==> src/dsp_io_pkg.sv <==
`default_nettype none

package dsp_io_pkg;

    // bus and register widths
    localparam int io_data_w = 16;
    localparam int io_addr_w = 3;

    // core register map, bit 2 picks the unit
    localparam logic [io_addr_w-1:0] addr_pioc = 3'd0;  // parallel control/status
    localparam logic [io_addr_w-1:0] addr_pdx0 = 3'd1;
    localparam logic [io_addr_w-1:0] addr_pdx1 = 3'd2;
    localparam logic [io_addr_w-1:0] addr_srta = 3'd4;  // serial tx data
    localparam logic [io_addr_w-1:0] addr_sdx  = 3'd5;  // serial rx data
    localparam logic [io_addr_w-1:0] addr_sioc = 3'd6;  // serial status

    // writable pioc field
    localparam int pioc_msb = 14;
    localparam int pioc_lsb = 5;

    // stlen=0, output and input modes set, no interrupt enables
    localparam logic [io_data_w-1:0] pioc_rst = 16'h1800;

    // interrupt enables inside pioc
    localparam int ien_irq_bit = 5;
    localparam int ien_rd_bit  = 8;  // serial receive full
    localparam int ien_wr_bit  = 9;  // serial transmit empty

    localparam int stlen_lsb = 13;  // two-bit strobe length

    // serial status word
    localparam int sioc_full_bit  = 0;
    localparam int sioc_empty_bit = 1;

endpackage

`default_nettype wire

==> src/dsp_pio.sv <==
`timescale 1ns/1ps
`default_nettype none

// parallel port, active mode only: both strobes are driven from here
module dsp_pio (
    input  wire                             rst,
    input  wire                             clk,
    input  wire                             cen,
    input  wire [dsp_io_pkg::io_data_w-1:0] pbus_in,
    input  wire                             pdx_read,
    input  wire [dsp_io_pkg::io_data_w-1:0] long_imm,
    input  wire                             pio_imm_load,
    input  wire [dsp_io_pkg::io_addr_w-1:0] r_field,
    input  wire                             siord_full,
    input  wire                             siowr_empty,
    input  wire                             irq,
    input  wire                             iack,
    output logic [dsp_io_pkg::io_data_w-1:0] pbus_out,
    output logic                            pods_n,    // output data strobe
    output logic                            pids_n,    // input data strobe
    output logic                            psel,      // 0 = pdx0, 1 = pdx1
    output logic [dsp_io_pkg::io_data_w-1:0] pio_dout,
    output logic                            irq_latch
);
    import dsp_io_pkg::*;

    logic [pioc_msb:pioc_lsb] pioc;       // bit 15 of the read word mirrors bit 4
    logic [io_data_w-1:0]     pdx0_rd;    // captured input words
    logic [io_data_w-1:0]     pdx1_rd;
    logic [3:0]               pocnt;      // strobe timers, bit 0 is the strobe
    logic [3:0]               picnt;
    logic                     last_irq;
    logic                     last_empty;
    logic                     last_full;
    logic                     last_iack;
    logic [4:0]               status;

    wire [1:0] stlen   = pioc[stlen_lsb+1:stlen_lsb];
    // zeros shifted in from the bottom, one per low tick
    wire [3:0] ststart = 4'b1110 << stlen;

    wire pioc_load  = pio_imm_load && r_field == addr_pioc;
    wire pdx_load   = pio_imm_load && (r_field == addr_pdx0 || r_field == addr_pdx1);
    wire pdx_access = pdx_load || pdx_read;

    // last low tick of the input strobe
    wire capture = !picnt[0] && picnt[1];

    // interrupt sources, gated by their enables
    wire irq_en     = irq & pioc[ien_irq_bit];
    wire irq_rise   = irq_en & ~last_irq;
    wire empty_rise = siowr_empty & ~last_empty & pioc[ien_wr_bit];
    wire full_rise  = siord_full & ~last_full & pioc[ien_rd_bit];
    wire iack_fall  = ~iack & last_iack;

    assign pods_n = pocnt[0];
    assign pids_n = picnt[0];

    // bits 2:1 belong to passive mode, not supported
    assign status = {siowr_empty, siord_full, 2'b00, irq_en};

    always_comb begin
        case (r_field)
            addr_pioc: pio_dout = {status[4], pioc, status};
            addr_pdx1: pio_dout = pdx1_rd;
            default:   pio_dout = pdx0_rd;
        endcase
    end

    // edge detectors and the interrupt latch
    always_ff @(posedge clk or posedge rst) begin
        if (rst) begin
            last_irq   <= 1'b0;
            last_empty <= 1'b1;  // tx buffer leaves reset empty, no false edge
            last_full  <= 1'b0;
            last_iack  <= 1'b0;
            irq_latch  <= 1'b0;
        end else if (cen) begin
            last_irq   <= irq_en;
            last_empty <= siowr_empty;
            last_full  <= siord_full;
            last_iack  <= iack;
            if (irq_rise || empty_rise || full_rise) begin
                irq_latch <= 1'b1;  // a new request beats the acknowledge
            end else if (iack_fall) begin
                irq_latch <= 1'b0;
            end
        end
    end

    // strobe timers, select line, output bus and control register
    always_ff @(posedge clk or posedge rst) begin
        if (rst) begin
            pocnt    <= 4'hf;
            picnt    <= 4'hf;
            psel     <= 1'b0;
            pbus_out <= '0;
            pioc     <= pioc_rst[pioc_msb:pioc_lsb];
        end else if (cen) begin
            // a new access restarts its strobe
            pocnt <= pdx_load ? ststart : {1'b1, pocnt[3:1]};
            picnt <= pdx_read ? ststart : {1'b1, picnt[3:1]};
            if (pdx_access) begin
                psel <= r_field == addr_pdx1;
            end
            if (pdx_load) begin
                pbus_out <= long_imm;  // bus updates with the strobe edge
            end
            if (pioc_load) begin
                pioc <= long_imm[pioc_msb:pioc_lsb];  // mode bits kept, not acted on
            end
        end
    end

    // capture buffers
    always_ff @(posedge clk) begin
        if (cen && capture) begin
            if (psel) begin
                pdx1_rd <= pbus_in;
            end else begin
                pdx0_rd <= pbus_in;
            end
        end
    end

    // output bus only moves together with a fresh output strobe
    a_pbus_hold: assert property (
        @(posedge clk) disable iff (rst)
        !$stable(pbus_out) |-> !pods_n
    ) else $error("pbus_out changed without an output strobe");

endmodule

`default_nettype wire

==> src/dsp_sio.sv <==
`timescale 1ns/1ps
`default_nettype none

// full duplex serial port, tx and rx shifters share one frame timer
module dsp_sio #(
    parameter int bit_ticks = 2  // cen ticks per serial bit
) (
    input  wire                              rst,
    input  wire                              clk,
    input  wire                              cen,
    input  wire                              sio_wr,
    input  wire                              sio_rd,
    input  wire  [dsp_io_pkg::io_data_w-1:0] sio_wdata,
    input  wire                              sdi,
    output logic [dsp_io_pkg::io_data_w-1:0] sio_rdata,
    output logic                             siowr_empty,
    output logic                             siord_full,
    output logic                             sdo,
    output logic                             sfs
);
    import dsp_io_pkg::*;

    localparam int tick_w = $clog2(bit_ticks + 1);
    localparam int bit_w  = $clog2(io_data_w);

    logic [tick_w-1:0]    tick_cnt;  // ticks into the current bit
    logic [bit_w-1:0]     bit_cnt;   // bit within the frame
    logic                 busy;      // frame in progress
    logic [io_data_w-1:0] tx_buf;
    logic [io_data_w-1:0] tx_shift;
    logic [io_data_w-1:0] rx_shift;
    logic [io_data_w-1:0] rx_buf;

    wire bit_end   = busy && tick_cnt == tick_w'(bit_ticks - 1);
    wire frame_end = bit_end && bit_cnt == bit_w'(io_data_w - 1);
    // shifter free now or at the end of this tick
    wire load_shift = !siowr_empty && (!busy || frame_end);

    assign sdo       = busy & tx_shift[io_data_w-1];  // msb first, low when idle
    assign sfs       = bit_cnt == '0;  // also high between frames
    assign sio_rdata = rx_buf;

    // frame timing and flags
    always_ff @(posedge clk or posedge rst) begin
        if (rst) begin
            tick_cnt    <= '0;
            bit_cnt     <= '0;
            busy        <= 1'b0;
            siowr_empty <= 1'b1;
            siord_full  <= 1'b0;
        end else if (cen) begin
            if (load_shift) begin
                busy     <= 1'b1;  // back to back frames when the buffer is ready
                tick_cnt <= '0;
                bit_cnt  <= '0;
            end else if (busy) begin
                if (bit_end) begin
                    tick_cnt <= '0;
                    bit_cnt  <= bit_cnt + 1'b1;  // wraps to zero at frame end
                    if (frame_end) begin
                        busy <= 1'b0;
                    end
                end else begin
                    tick_cnt <= tick_cnt + 1'b1;
                end
            end
            // empty flag, a write on the load tick refills it
            if (load_shift) begin
                siowr_empty <= 1'b1;
            end
            if (sio_wr) begin
                siowr_empty <= 1'b0;
            end
            // full flag, a new word wins over a read
            if (sio_rd) begin
                siord_full <= 1'b0;
            end
            if (frame_end) begin
                siord_full <= 1'b1;
            end
        end
    end

    // data path
    always_ff @(posedge clk) begin
        if (cen) begin
            if (sio_wr) begin
                tx_buf <= sio_wdata;  // overwrites a word not yet taken
            end
            if (load_shift) begin
                tx_shift <= tx_buf;
            end else if (bit_end) begin
                tx_shift <= {tx_shift[io_data_w-2:0], 1'b0};
            end
            // sample on the last tick of each bit
            if (bit_end) begin
                rx_shift <= {rx_shift[io_data_w-2:0], sdi};
            end
            if (frame_end) begin
                rx_buf <= {rx_shift[io_data_w-2:0], sdi};
            end
        end
    end

    // frame sync only comes back up once a frame has been completed
    a_sfs_first: assert property (
        @(posedge clk) disable iff (rst)
        $rose(sfs) |-> $past(cen && frame_end)
    ) else $error("sfs rose inside a frame");

endmodule

`default_nettype wire

==> src/dsp_io_decode.sv <==
`timescale 1ns/1ps
`default_nettype none

// core register access decoder and read data mux
module dsp_io_decode (
    input  wire  [dsp_io_pkg::io_addr_w-1:0] io_addr,
    input  wire                              io_wr,
    input  wire                              io_rd,
    input  wire  [dsp_io_pkg::io_data_w-1:0] io_wdata,
    input  wire  [dsp_io_pkg::io_data_w-1:0] pio_dout,
    input  wire  [dsp_io_pkg::io_data_w-1:0] sio_rdata,
    input  wire                              siowr_empty,
    input  wire                              siord_full,
    output logic [dsp_io_pkg::io_data_w-1:0] io_rdata,
    output logic                             pio_imm_load,
    output logic                             pdx_read,
    output logic [dsp_io_pkg::io_addr_w-1:0] r_field,
    output logic [dsp_io_pkg::io_data_w-1:0] long_imm,
    output logic                             sio_wr,
    output logic                             sio_rd,
    output logic [dsp_io_pkg::io_data_w-1:0] sio_wdata
);
    import dsp_io_pkg::*;

    logic [io_data_w-1:0] sio_status;

    wire pio_sel = !io_addr[2];  // low half of the map
    wire sio_sel = io_addr[2];

    // parallel port strobes
    assign pio_imm_load = io_wr && pio_sel;
    assign pdx_read     = io_rd && pio_sel && (io_addr == addr_pdx0 || io_addr == addr_pdx1);
    assign r_field      = io_addr;
    assign long_imm     = io_wdata;

    // serial port strobes, only the data registers
    assign sio_wr    = io_wr && sio_sel && io_addr[1:0] == addr_srta[1:0];
    assign sio_rd    = io_rd && sio_sel && io_addr[1:0] == addr_sdx[1:0];  // clears full
    assign sio_wdata = io_wdata;

    always_comb begin
        sio_status                 = '0;
        sio_status[sioc_empty_bit] = siowr_empty;
        sio_status[sioc_full_bit]  = siord_full;
    end

    // read data follows the address directly
    always_comb begin
        if (pio_sel) begin
            io_rdata = pio_dout;
        end else begin
            case (io_addr)
                addr_sdx:  io_rdata = sio_rdata;
                addr_sioc: io_rdata = sio_status;
                default:   io_rdata = '0;  // srta is write only
            endcase
        end
    end

    // one access per cycle from the core
    always_comb begin
        a_one_access: assert final (!(io_wr && io_rd))
            else $error("io_wr and io_rd both high");
    end

endmodule

`default_nettype wire

==> src/dsp_io_top.sv <==
`timescale 1ns/1ps
`default_nettype none

// i/o subsystem: decoder, parallel port, serial port
module dsp_io_top #(
    parameter int bit_ticks = 2
) (
    input  wire                              rst,
    input  wire                              clk,
    input  wire                              cen,
    // core side
    input  wire  [dsp_io_pkg::io_addr_w-1:0] io_addr,
    input  wire                              io_wr,
    input  wire                              io_rd,
    input  wire  [dsp_io_pkg::io_data_w-1:0] io_wdata,
    input  wire                              irq_ack,
    output logic [dsp_io_pkg::io_data_w-1:0] io_rdata,
    output logic                             io_irq,
    // parallel side
    input  wire  [dsp_io_pkg::io_data_w-1:0] pbus_in,
    input  wire                              irq_ext,
    output logic [dsp_io_pkg::io_data_w-1:0] pbus_out,
    output logic                             psel,
    output logic                             pods_n,
    output logic                             pids_n,
    // serial side
    input  wire                              sdi,
    output logic                             sdo,
    output logic                             sfs
);
    import dsp_io_pkg::*;

    wire                 pio_imm_load;
    wire                 pdx_read;
    wire [io_addr_w-1:0] r_field;
    wire [io_data_w-1:0] long_imm;
    wire [io_data_w-1:0] pio_dout;
    wire                 sio_wr;
    wire                 sio_rd;
    wire [io_data_w-1:0] sio_wdata;
    wire [io_data_w-1:0] sio_rdata;
    wire                 siowr_empty;  // also an interrupt source
    wire                 siord_full;

    dsp_io_decode u_decode (
        .io_addr      (io_addr),
        .io_wr        (io_wr),
        .io_rd        (io_rd),
        .io_wdata     (io_wdata),
        .pio_dout     (pio_dout),
        .sio_rdata    (sio_rdata),
        .siowr_empty  (siowr_empty),
        .siord_full   (siord_full),
        .io_rdata     (io_rdata),
        .pio_imm_load (pio_imm_load),
        .pdx_read     (pdx_read),
        .r_field      (r_field),
        .long_imm     (long_imm),
        .sio_wr       (sio_wr),
        .sio_rd       (sio_rd),
        .sio_wdata    (sio_wdata)
    );

    dsp_pio u_pio (
        .rst          (rst),
        .clk          (clk),
        .cen          (cen),
        .pbus_in      (pbus_in),
        .pdx_read     (pdx_read),
        .long_imm     (long_imm),
        .pio_imm_load (pio_imm_load),
        .r_field      (r_field),
        .siord_full   (siord_full),
        .siowr_empty  (siowr_empty),
        .irq          (irq_ext),
        .iack         (irq_ack),
        .pbus_out     (pbus_out),
        .pods_n       (pods_n),
        .pids_n       (pids_n),
        .psel         (psel),
        .pio_dout     (pio_dout),
        .irq_latch    (io_irq)
    );

    dsp_sio #(
        .bit_ticks (bit_ticks)
    ) u_sio (
        .rst         (rst),
        .clk         (clk),
        .cen         (cen),
        .sio_wr      (sio_wr),
        .sio_rd      (sio_rd),
        .sio_wdata   (sio_wdata),
        .sdi         (sdi),
        .sio_rdata   (sio_rdata),
        .siowr_empty (siowr_empty),
        .siord_full  (siord_full),
        .sdo         (sdo),
        .sfs         (sfs)
    );

endmodule

`default_nettype wire

==> config.mk <==
export PLATFORM = sky130hd
export DESIGN_NAME = dsp_io_top
export DESIGN_NICKNAME = d
export VERILOG_FILES = /design/src/dsp_io_pkg.sv /design/src/dsp_pio.sv /design/src/dsp_sio.sv /design/src/dsp_io_decode.sv /design/src/dsp_io_top.sv
export SDC_FILE = /design/constraint.sdc
export NUM_CORES = 1
export LEC_CHECK = 0
export ABC_CLOCK_PERIOD_IN_PS = 3900
export BUFFER_PORTS_ARGS = -buffer_cell sky130_fd_sc_hd__clkbuf_2
export CAP_MARGIN = 20
export CELL_PAD_IN_SITES_DETAIL_PLACEMENT = 0
export CELL_PAD_IN_SITES_GLOBAL_PLACEMENT = 1
export CORE_UTILIZATION = 53
export CTS_BUF_LIST = sky130_fd_sc_hd__clkbuf_4 sky130_fd_sc_hd__clkbuf_8
export DETAILED_ROUTE_END_ITERATION = 12
export MAX_ROUTING_LAYER = met4
export PLACE_DENSITY = 0.95
export SLEW_MARGIN = 20
export SYNTH_ARGS = -nofsm -noshare
export SYNTH_HDL_FRONTEND = slang
export SYNTH_SLANG_ARGS = --single-unit
==> constraint.sdc <==
create_clock -name clk -period 3.9 [get_ports clk]
set_input_delay 0.78 -clock clk [delete_from_list [all_inputs] [get_ports clk]]
set_output_delay 0.78 -clock clk [all_outputs]
set_load 0.02 [all_outputs]
Word level (Yosys, flattened, before mapping):

Index checks and enable logic that the tools add are counted.

* register bits: 144
* input port bits: 43
* output and inout bits: 38
* word-level logic and storage cells: 112

* $add $sub $neg: 2
* eq/ne operators: 7
* shift operators: 1
* mux-type cells: 23
* bitwise operators: 13
* reductions and logical operators: 45

Operators by type and width (count)
* $pmux W16 S2: 2
* $mux W16: 3
* $reduce_and A2 Y1: 13
* $mux W4: 5
* $logic_and A1 B1 Y1: 14
* $mux W1: 10
* $reduce_bool A2 Y1: 5
* $and A1 B1 Y1: 8
* $eq A3 B3 Y1 const B: 2
* $mux W2: 3
* $logic_or A1 B1 Y1: 5
* $not A1 Y1: 5
* $add A4 B1 Y4 const B: 1
* $eq A2 B1 Y1 const B: 2
* $eq A4 B4 Y1 const B: 1
* $logic_not A1 Y1: 4
* $logic_not A4 Y1: 1
* $shl A4 B2 Y4 const A: 1
* $eq A3 B1 Y1 const B: 1
* $eq A3 B2 Y1 const B: 1
* $logic_not A3 Y1: 1
* $reduce_and A3 Y1: 1
* $add A2 B1 Y2 const B: 1
* $logic_not A2 Y1: 1

Logic depth before layout (Yosys ltp):

Gate-level depths: netlist of run 1.

* depth after elaboration: 7
* mapped depth: 6
* depth with buffers taken out: 5

Cells and area by module:

From an unflattened synthesis of run 1, not the netlist that was laid out.

* cell total of the unflattened synthesis: 444
* area, all modules: 6219.7 um2

By module, submodules not included
* dsp_pio: instances 1, cells each 209, area an instance 2920.3 um2, sequential area each 1975.6 um2
* dsp_sio: instances 1, cells each 138, area an instance 2630.0 um2, sequential area each 2118.3 um2
* dsp_io_decode: instances 1, cells each 97, area an instance 669.4 um2, sequential area each 0.0 um2

Least setup slack after synthesis of run 1:

OpenSTA, ideal clock, no wires.

* path type: input to register
* start point: in cen
* end point: reg u_pio.pdx0_rd[0], enable pin
* setup time: 0.431 ns
* arrival: 2.804 ns
* required time: 3.469 ns
* slack: 0.666 ns
* cell stages on the path: 3
* buffers on the path: 2
* path through: buf_4 -> clkbuf_1 -> nor4bb_1

* longest elaborated chain between the ends: 2

Ends and longest elaborated chain
* start: declaration: RTL line dsp_io_top.sv:10 `input wire cen,`
* $logic_and A1 B1 Y1: RTL line dsp_pio.sv:117 `if (cen && capture) begin`
* $reduce_and A2 Y1 (no line)
* end signal: assignment: RTL line dsp_pio.sv:121 `pdx0_rd <= pbus_in;`
* end: declaration: RTL line dsp_pio.sv:28 `logic [io_data_w-1:0] pdx0_rd;`

No other way between the ends.
A chain may end at the register's enable or synchronous reset.

Worst setup path after layout of run 1:

* start point: in io_addr[1] (netlist name)
* end point: out io_rdata[5] (netlist name)

* longest elaborated chain between the ends: 3
* elaborated cells between the ends (all ways): 7
* classes of those cells: eq/ne: 3; mux: 3; reduce/logical: 1

Ends and longest elaborated chain
* start: declaration: RTL line dsp_io_top.sv:12 `input wire [dsp_io_pkg::io_addr_w-1:0] io_addr,`
* $eq A3 B2 Y1 (tied with other cells): RTL line dsp_pio.sv:63 `case (r_field)`
* $pmux W16 S2 (on tied branches): RTL line dsp_pio.sv:63, dsp_io_decode.sv:52
* $mux W16 (*): RTL line dsp_io_decode.sv:49 `if (pio_sel) begin`
* end: declaration: RTL line dsp_io_top.sv:17 `output logic [dsp_io_pkg::io_data_w-1:0] io_rdata,`

Every way passes the cells marked *; elsewhere a longest branch is shown, timed or not.

==> results.txt, run 1 <==
- Clock tree synthesis selected as its root buffer the cell clkbuf_8.
* Antenna diodes: 0
- The H-tree was split into 4 levels.
- Worst-case clock skew: 0.0114 ns
- Pins Over Slew Limit: 0
- Clock sink count: 144
* Number of nets at the end of the flow: 509
- Along the worst path, the maximum fanout reaches 21.
- First-pass DRT Iterations: 5
- Highest ir drop seen on vdd: 379 uV
- In this run the standard cell core region covers 10500 um2.
- Largest net degree at the start of global routing: 50
- Total of warnings raised by yosys: 0
* Initial antenna violation count: 0
* Area growth from synthesis to layout: 15.5%
- Grt met1 use: 28.4%
* Busiest metal layer after global routing: met2
* Detail Placement HPWL: 7.36 mm
- Summed over all failing endpoints, the final setup total negative slack is 0 ns.
- Effective utilization at floorplan: 55.6%
- Die outline height: 107 um
- Total congestion overflow after global routing: 0
- Number of enable flip-flop cells after synthesis: 95
- Total wirelength of the detailed-routed design: 11.3 mm
- Post-Synthesis Cell Area: 5820 um2
- Max capacitance violation total: 0
- Setup violations remaining at the end of the flow were counted as 0.
* Port buffer count: 80
- Number of library cell types mapped by synthesis: 47
- The worst setup path is captured at an output port.
- Antenna-violating nets left: 0
* Met2 Usage GRT: 32.9%
- Routability-driven placement finished with a final weighted congestion of 0.793.
* Count of state elements after synthesis: 144
- The later pin in the worst-skew pair is clocked with a latency of 0.42 ns.
* Async set-reset flop share out of synthesis: 34.0%
- Max Clock Freq: 336 MHz
* Count of unresolved DRC violations after routing: 0
- DR vias/cell: 5.61
- Sequential elements use 70.4% of the synthesized area.
* Horiz. Die Dim: 107 um
- Highest-count cells in the layout ignoring fill and taps: 95 x edfxtp_1, 80 x clkbuf_2, 37 x dfrtp_1, 27 x mux2_2, 26 x o21ai_0
* Sw Share: 29.3%
* Startpoint type of the worst setup path: input port
* Register area: 4090 um2
- Share of total power in sequential cells: 53.1%
- For this design, the CTS-stage hold fixing added 0 buffers.
* Number of rows created at floorplan: 37
* Power dissipated by switching net loads: 1.17 mW
* All-Layer GR Usage: 21.6%
* Overall power consumption: 4.00 mW
- Averaged over all synthesized cells, the footprint is 15.4 um2.
- Number of clock buffers inserted by TritonCTS: 17
- Setup repair after global routing left no endpoint under its margin.
- The run finished with clean final reports.
* Signal arrival time at the worst endpoint: 2.20 ns
- In this run the count of I/O pins placed on the die edge is 81.
- Synthesis produced a netlist with a net count of 423.
- Count of vias placed by the detailed router: 3439
- Average detailed-routed wire length per instance: 18.4 um
* Global-route wire length before repair: 17.6 mm
* Clk pwr share: 27.7%
* Post_cts resized: 0
- Clock-pin slew was measured on the worst setup and hold paths at 0.07 ns.
- TritonCTS clock tree: done
- Worst slew margin relative to its limit: 44.2%
* Internal power: 2.83 mW
* Initial DRC count: 183
- The clock period could shrink to 2.98 ns.
- Final period utilization: 76.4%
- Path class of the lowest-slack min-delay path: register to register
- Static leakage: 2.73 nW
- The number of hold violations in the final report came to 0.
- Global routing used 6.38% of the available met3 tracks.
- Fill cells: 776
- Primary flip-flop cell chosen by synthesis mapping: edfxtp_1
- For the pin with the worst max-slew slack, the measured transition is 0.837 ns.
* Classification of the worst setup path: input port to output port
- Ratio of cells with drive above 1 in the final layout: 39.0%
- Total die area: 11400 um2
- Leading cell type in the layout, fill and taps excluded: edfxtp_1
- No sink is reached through more buffers than the 2 on the longest clock path.
- Summing all multi-input logic gate instances after layout gives 1600 um2.
- Synthesis produced 378 cells.
- Worst path required time: 3.12 ns
* Vias in the first global route: 3412
* P per Cell Area: 595 nW/um2
* Logic pwr share: 19.2%
- # Post-CTS Setup Buffers: 0
through the flow:
step | cell area, um2 | utilization, % | setup WS, ns | instances | hold WS, ns
2_1_floorplan | 5820 | - | 0.666 | 378 | 0.400
3_3_place_gp | 6340 | 60.6 | 1.01 | 581 | 0.405
3_5_place_dp | 6340 | 60.6 | 0.958 | 581 | 0.422
4_1_cts | 6720 | 64.2 | 0.948 | 613 | 0.431
5_1_grt | 6720 | 64.3 | 0.860 | 613 | 0.439
6_report | 6720 | 64.3 | 0.922 | 613 | 0.433
sequential cells by signal (all words and copies together), names as in the netlist, 2 cells and up:
name / count
u_sio.sio_rdata: 16
u_pio.pdx0_rd: 16
u_pio.picnt: 4
u_pio.pdx1_rd: 16
u_pio.pioc: 10
u_pio.pbus_out: 16
u_sio.rx_shift: 15
u_sio.tx_shift: 16
u_sio.tick_cnt: 2
u_sio.bit_cnt: 4
u_sio.tx_buf: 16
u_pio.pocnt: 4
final cells by class:
cell class / count / area share [%]
Clock inverter: 13 / 1.90
Multi-Input combinational cell: 206 / 23.8
Clock buffer: 19 / 3.70
Sequential cell: 144 / 60.9
Timing Repair Buffer: 86 / 6.63
Tap cell: 136 / 2.53
Inverter: 9 / 0.521
final timing paths:
check                              startpoint                  end  slack [ns]  depth (start not counted)
max reg2reg                        u_sio.busy     u_sio.bit_cnt[1]        1.88                          5
min reg2reg                u_sio.rx_shift[14]  u_sio.sio_rdata[15]        0.43                          0
max in group asynchronous                 rst   u_pio.pbus_out[10]        2.93                          2
min in group asynchronous                 rst      u_pio.last_iack        0.47                          2
max                                io_addr[1]          io_rdata[5]        0.92                          6
min                        u_sio.rx_shift[14]  u_sio.sio_rdata[15]        0.43                          0
worst max-delay path, stage by stage:
cell and delay [ns]:
clkbuf_2 0.53, mux2i_1 0.16, nor2_1 0.11, a21oi_1 0.06
o21ai_0 0.30, clkbuf_2 0.24
cell families after synthesis:
kind of cell | synth area share, %
AOI/OAI and AO/OA | 6.95
xor gates and xnor gates | 0.280
adders and majority gates | 0.430
buffers and inverters | 2.39
DFF | 70.4
muxes | 12.5
and+or+nand+nor | 7.07
synthesized netlist by cell type, types with 3 or more instances:
library cell / number / area (um2)
o21ai_0: 26 / 130
nand3_1: 18 / 90.1
buf_4: 4 / 30.0
inv_1: 9 / 33.8
nand2_1: 8 / 30.0
clkbuf_1: 10 / 37.5
nand3b_1: 4 / 30.0
mux2_2: 27 / 304
edfxtp_1: 95 / 2850
nor2_1: 22 / 82.6
dfrtp_1: 37 / 926
a21oi_1: 24 / 120
mux2_4: 17 / 255
mux2i_1: 17 / 170
nor2b_1: 3 / 18.8
dfstp_2: 12 / 315
buf_2: 3 / 15.0
layer usage:
| layer | up-vias | share of wire [%] |
|---|---|---|
| li1 | 1586 | - |
| met1 | 1702 | 43 |
| met2 | 143 | 49 |
| met3 | 8 | 7.2 |
| met4 | 0 | 0.71 |
| met5 | - | 0 |
power by group through the flow:
stage / combinational, mW / sequential (mW) / clock (mW)
final: 0.768 / 2.13 / 1.11
after global routing: 0.842 / 2.16 / 1.19
after CTS: 0.777 / 2.12 / 1.12
after detailed placement: 0.771 / 2.15 / 0
after global placement: 0.744 / 2.14 / 0
after floorplan: 0.512 / 2.15 / 0
Power figures use the tool's default switching activity.
==> inputs of run 2 (changes only) <==
--- a/config.mk
+++ b/config.mk
@@ -5,16 +5,16 @@
 export SDC_FILE = /design/constraint.sdc
 export NUM_CORES = 1
 export LEC_CHECK = 0
-export ABC_CLOCK_PERIOD_IN_PS = 3900
+export ABC_CLOCK_PERIOD_IN_PS = 2850
 export BUFFER_PORTS_ARGS = -buffer_cell sky130_fd_sc_hd__clkbuf_2
 export CAP_MARGIN = 20
 export CELL_PAD_IN_SITES_DETAIL_PLACEMENT = 0
 export CELL_PAD_IN_SITES_GLOBAL_PLACEMENT = 1
-export CORE_UTILIZATION = 53
+export CORE_UTILIZATION = 49
 export CTS_BUF_LIST = sky130_fd_sc_hd__clkbuf_4 sky130_fd_sc_hd__clkbuf_8
 export DETAILED_ROUTE_END_ITERATION = 12
 export MAX_ROUTING_LAYER = met4
-export PLACE_DENSITY = 0.95
+export PLACE_DENSITY = 0.92
 export SLEW_MARGIN = 20
 export SYNTH_ARGS = -nofsm -noshare
 export SYNTH_HDL_FRONTEND = slang
==> constraint.sdc (replaced) <==
create_clock -name clk -period 2.85 [get_ports clk]
set_input_delay 0.57 -clock clk [delete_from_list [all_inputs] [get_ports clk]]
set_output_delay 0.57 -clock clk [all_outputs]
set_load 0.02 [all_outputs]
==> results.txt, run 2 (synthesis gave the netlist of run 1 again) <==
- Result of the run: finished, violations left
* Violations in the final reports: DRC
- Crit path cell chain: clkbuf_2, buf_4, mux2i_1, nor2_1, a21oi_1, o21ai_0, clkbuf_2
- TritonCTS clock tree: done
- Maximum single-stage delay on the critical path: 0.29 ns
- Final period utilization: 85.8%
* Slew @ Worst Pin: 0.668 ns
- All-Layer GR Usage: 19.5%
- Total die area: 12300 um2
* Path class of the lowest-slack min-delay path: input port to asynchronous set/reset pin
* Leading cell type in the layout, fill and taps excluded: edfxtp_1
* Count of vias placed by the detailed router: 3426
- Initial DRC count: 241
- The analysis attributes to cell leakage a power of 2.77 nW.
- Number of H-tree branching levels: 4
- Routability-driven placement finished with a final weighted congestion of 0.800.
- # hold bufs at CTS: 0
- Number of rows created at floorplan: 39
- Adding up every negative setup slack in the final design gives 0 ns.
- The wire-length estimate of the detail-placed layout is 7.29 mm.
- Area growth from synthesis to layout: 16.4%
* Ports placed on the boundary: 81
* Vias in the first global route: 3386
* Worst-case setup margin in the final layout: 0.405 ns
- Effective utilization at floorplan: 50.5%
* Fill cells: 890
* Clock sink count: 144
- Classification of the worst setup path: input port to output port
- Worst-case clock skew: 0.0121 ns
- Min Tclk post-route: 2.45 ns
- Slowest cell on crit path: buf_4
- Largest net degree at the start of global routing: 38
* Number of clock buffers inserted by TritonCTS: 17
- Buffers added to address setup during post-CTS repair amount to 0.
- Clock transition at the registers of the reported paths: 0.09 ns
- The cell family contributing the most delay on the critical path is buffers and inverters.
* Highest-count cells in the layout ignoring fill and taps: 95 x edfxtp_1, 80 x clkbuf_2, 37 x dfrtp_1, 27 x mux2_2, 26 x o21ai_0
- The tree is rooted in a clkbuf_8.
* Unrepaired setup endpoints after global routing: no
- The longest clock path from root to sink contains 2 buffers.
- Setup violations remaining at the end of the flow were counted as 0.
- Signal arrival time at the worst endpoint: 1.88 ns
* Clk_lat worst skew: 0.43 ns
- In this run the worst path has a maximum fanout of 11.
- Worst slew margin relative to its limit: 55.5%
* Total wirelength of the detailed-routed design: 11.0 mm
* Slack of the worst reg-to-reg path: 0.97 ns
- Ratio of cells with drive above 1 in the final layout: 39.5%
- Dividing the detail-routed wire length by the instance count gives 17.7 um.
* Number of nets at the end of the flow: 513
- Gates resized during post-CTS repair numbered 0.
- The floorplan step defined a core boundary enclosing 11500 um2.
- The worst setup path is captured at an output port.
* Antenna-violating nets left: 0
- From left edge to right edge, the die measures 111 um.
- For this run, design rule violations remaining after detail routing come to 12.
- Port buffer count: 80
- The number of hold violations in the final report is 0.
* Total congestion overflow after global routing: 0
- The worst setup path is launched from an input port.
* Pins Over Slew Limit: 0
- Highest ir drop seen on vdd: 522 uV
* Antenna diodes: 0
* P per Cell Area: 820 nW/um2
- The pre-antenna-repair detailed-routing pass consisted of 9 iterations.
- DR vias/cell: 5.49
- Cell type with the highest occurrence count on the critical path: clkbuf_2
- Data on the critical path is required at its endpoint by 2.28 ns.
* Max capacitance violation total: 0
- Global-route wire length before repair: 17.8 mm
- Initial antenna violation count: 0
* Die outline height: 111 um
- Worst slack at placement: 0.439 ns
- Crit path buf inv count: 3
- For this run, the top clock speed supported by timing is 409 MHz.
[run 2: changes by cell type in the layout (fill, tap and decap cells not counted), sizes merged]
cell	change
clkinvlp	-1
bufinv	+1
clkbuf	-2
inv	+3
buf	+4
clkinv	-1
[run 2: final timing paths]
kind / start / endpoint / depth (start not counted)
setup / recovery: io_addr[1] / io_rdata[12] / 7
hold / removal: rst / u_sio.tick_cnt[0] / 2
setup reg to reg: u_sio.busy / u_sio.sio_rdata[8] / 4
hold reg to reg: u_sio.rx_shift[14] / u_sio.sio_rdata[15] / 0
max in group asynchronous: rst / u_pio.pocnt[3] / 3
min in group clk: pbus_in[8] / u_pio.pdx1_rd[8] / 1
[run 2: power by group]
group          switching [mW]  total, mW  internal [mW]
clock                   0.801       1.59          0.788
sequential              0.234       2.91           2.68
combinational           0.579       1.05          0.472
total                    1.61       5.55           3.94
[run 2: area by class of cell]
type,instances,area [um2],area share [%]
clock buffer,17,234,3.45
clock inverter,15,155,2.29
inverter,9,33.8,0.499
multi-input combinational,206,1600,23.6
sequential,144,4090,60.4
tap,143,179,2.64
timing repair buffer,90,475,7.02
[run 2: worst reg2reg max path: cells and delay by family (launching register included)]
family | cells | cell delay, ns
and+or+nand+nor | 2 | 0.46
DFF | 1 | 0.53
buffers and inverters | 2 | 0.56
[run 2: layer usage]
layer  global-route usage [%]  vias up  share of wire (%)
met1                     27.9     1704                 48
met4                     5.75        0               0.96
met2                     27.7      125                 45
met3                     4.76       13                5.7
li1                         -     1584                  -
met5                        -        -                  0
[run 2: metrics by stage]
step	std cells	power (mW)	utilization, %	cell area, um2	hold WS (ns)
after floorplan	378	3.64	-	5830	0.400
after global placement	592	3.95	55.4	6380	0.404
after detailed placement	592	4.01	55.4	6380	0.434
after CTS	624	5.59	58.8	6770	0.0774
after global routing	624	5.81	58.8	6770	0.0897
final	624	5.55	58.8	6770	0.0933
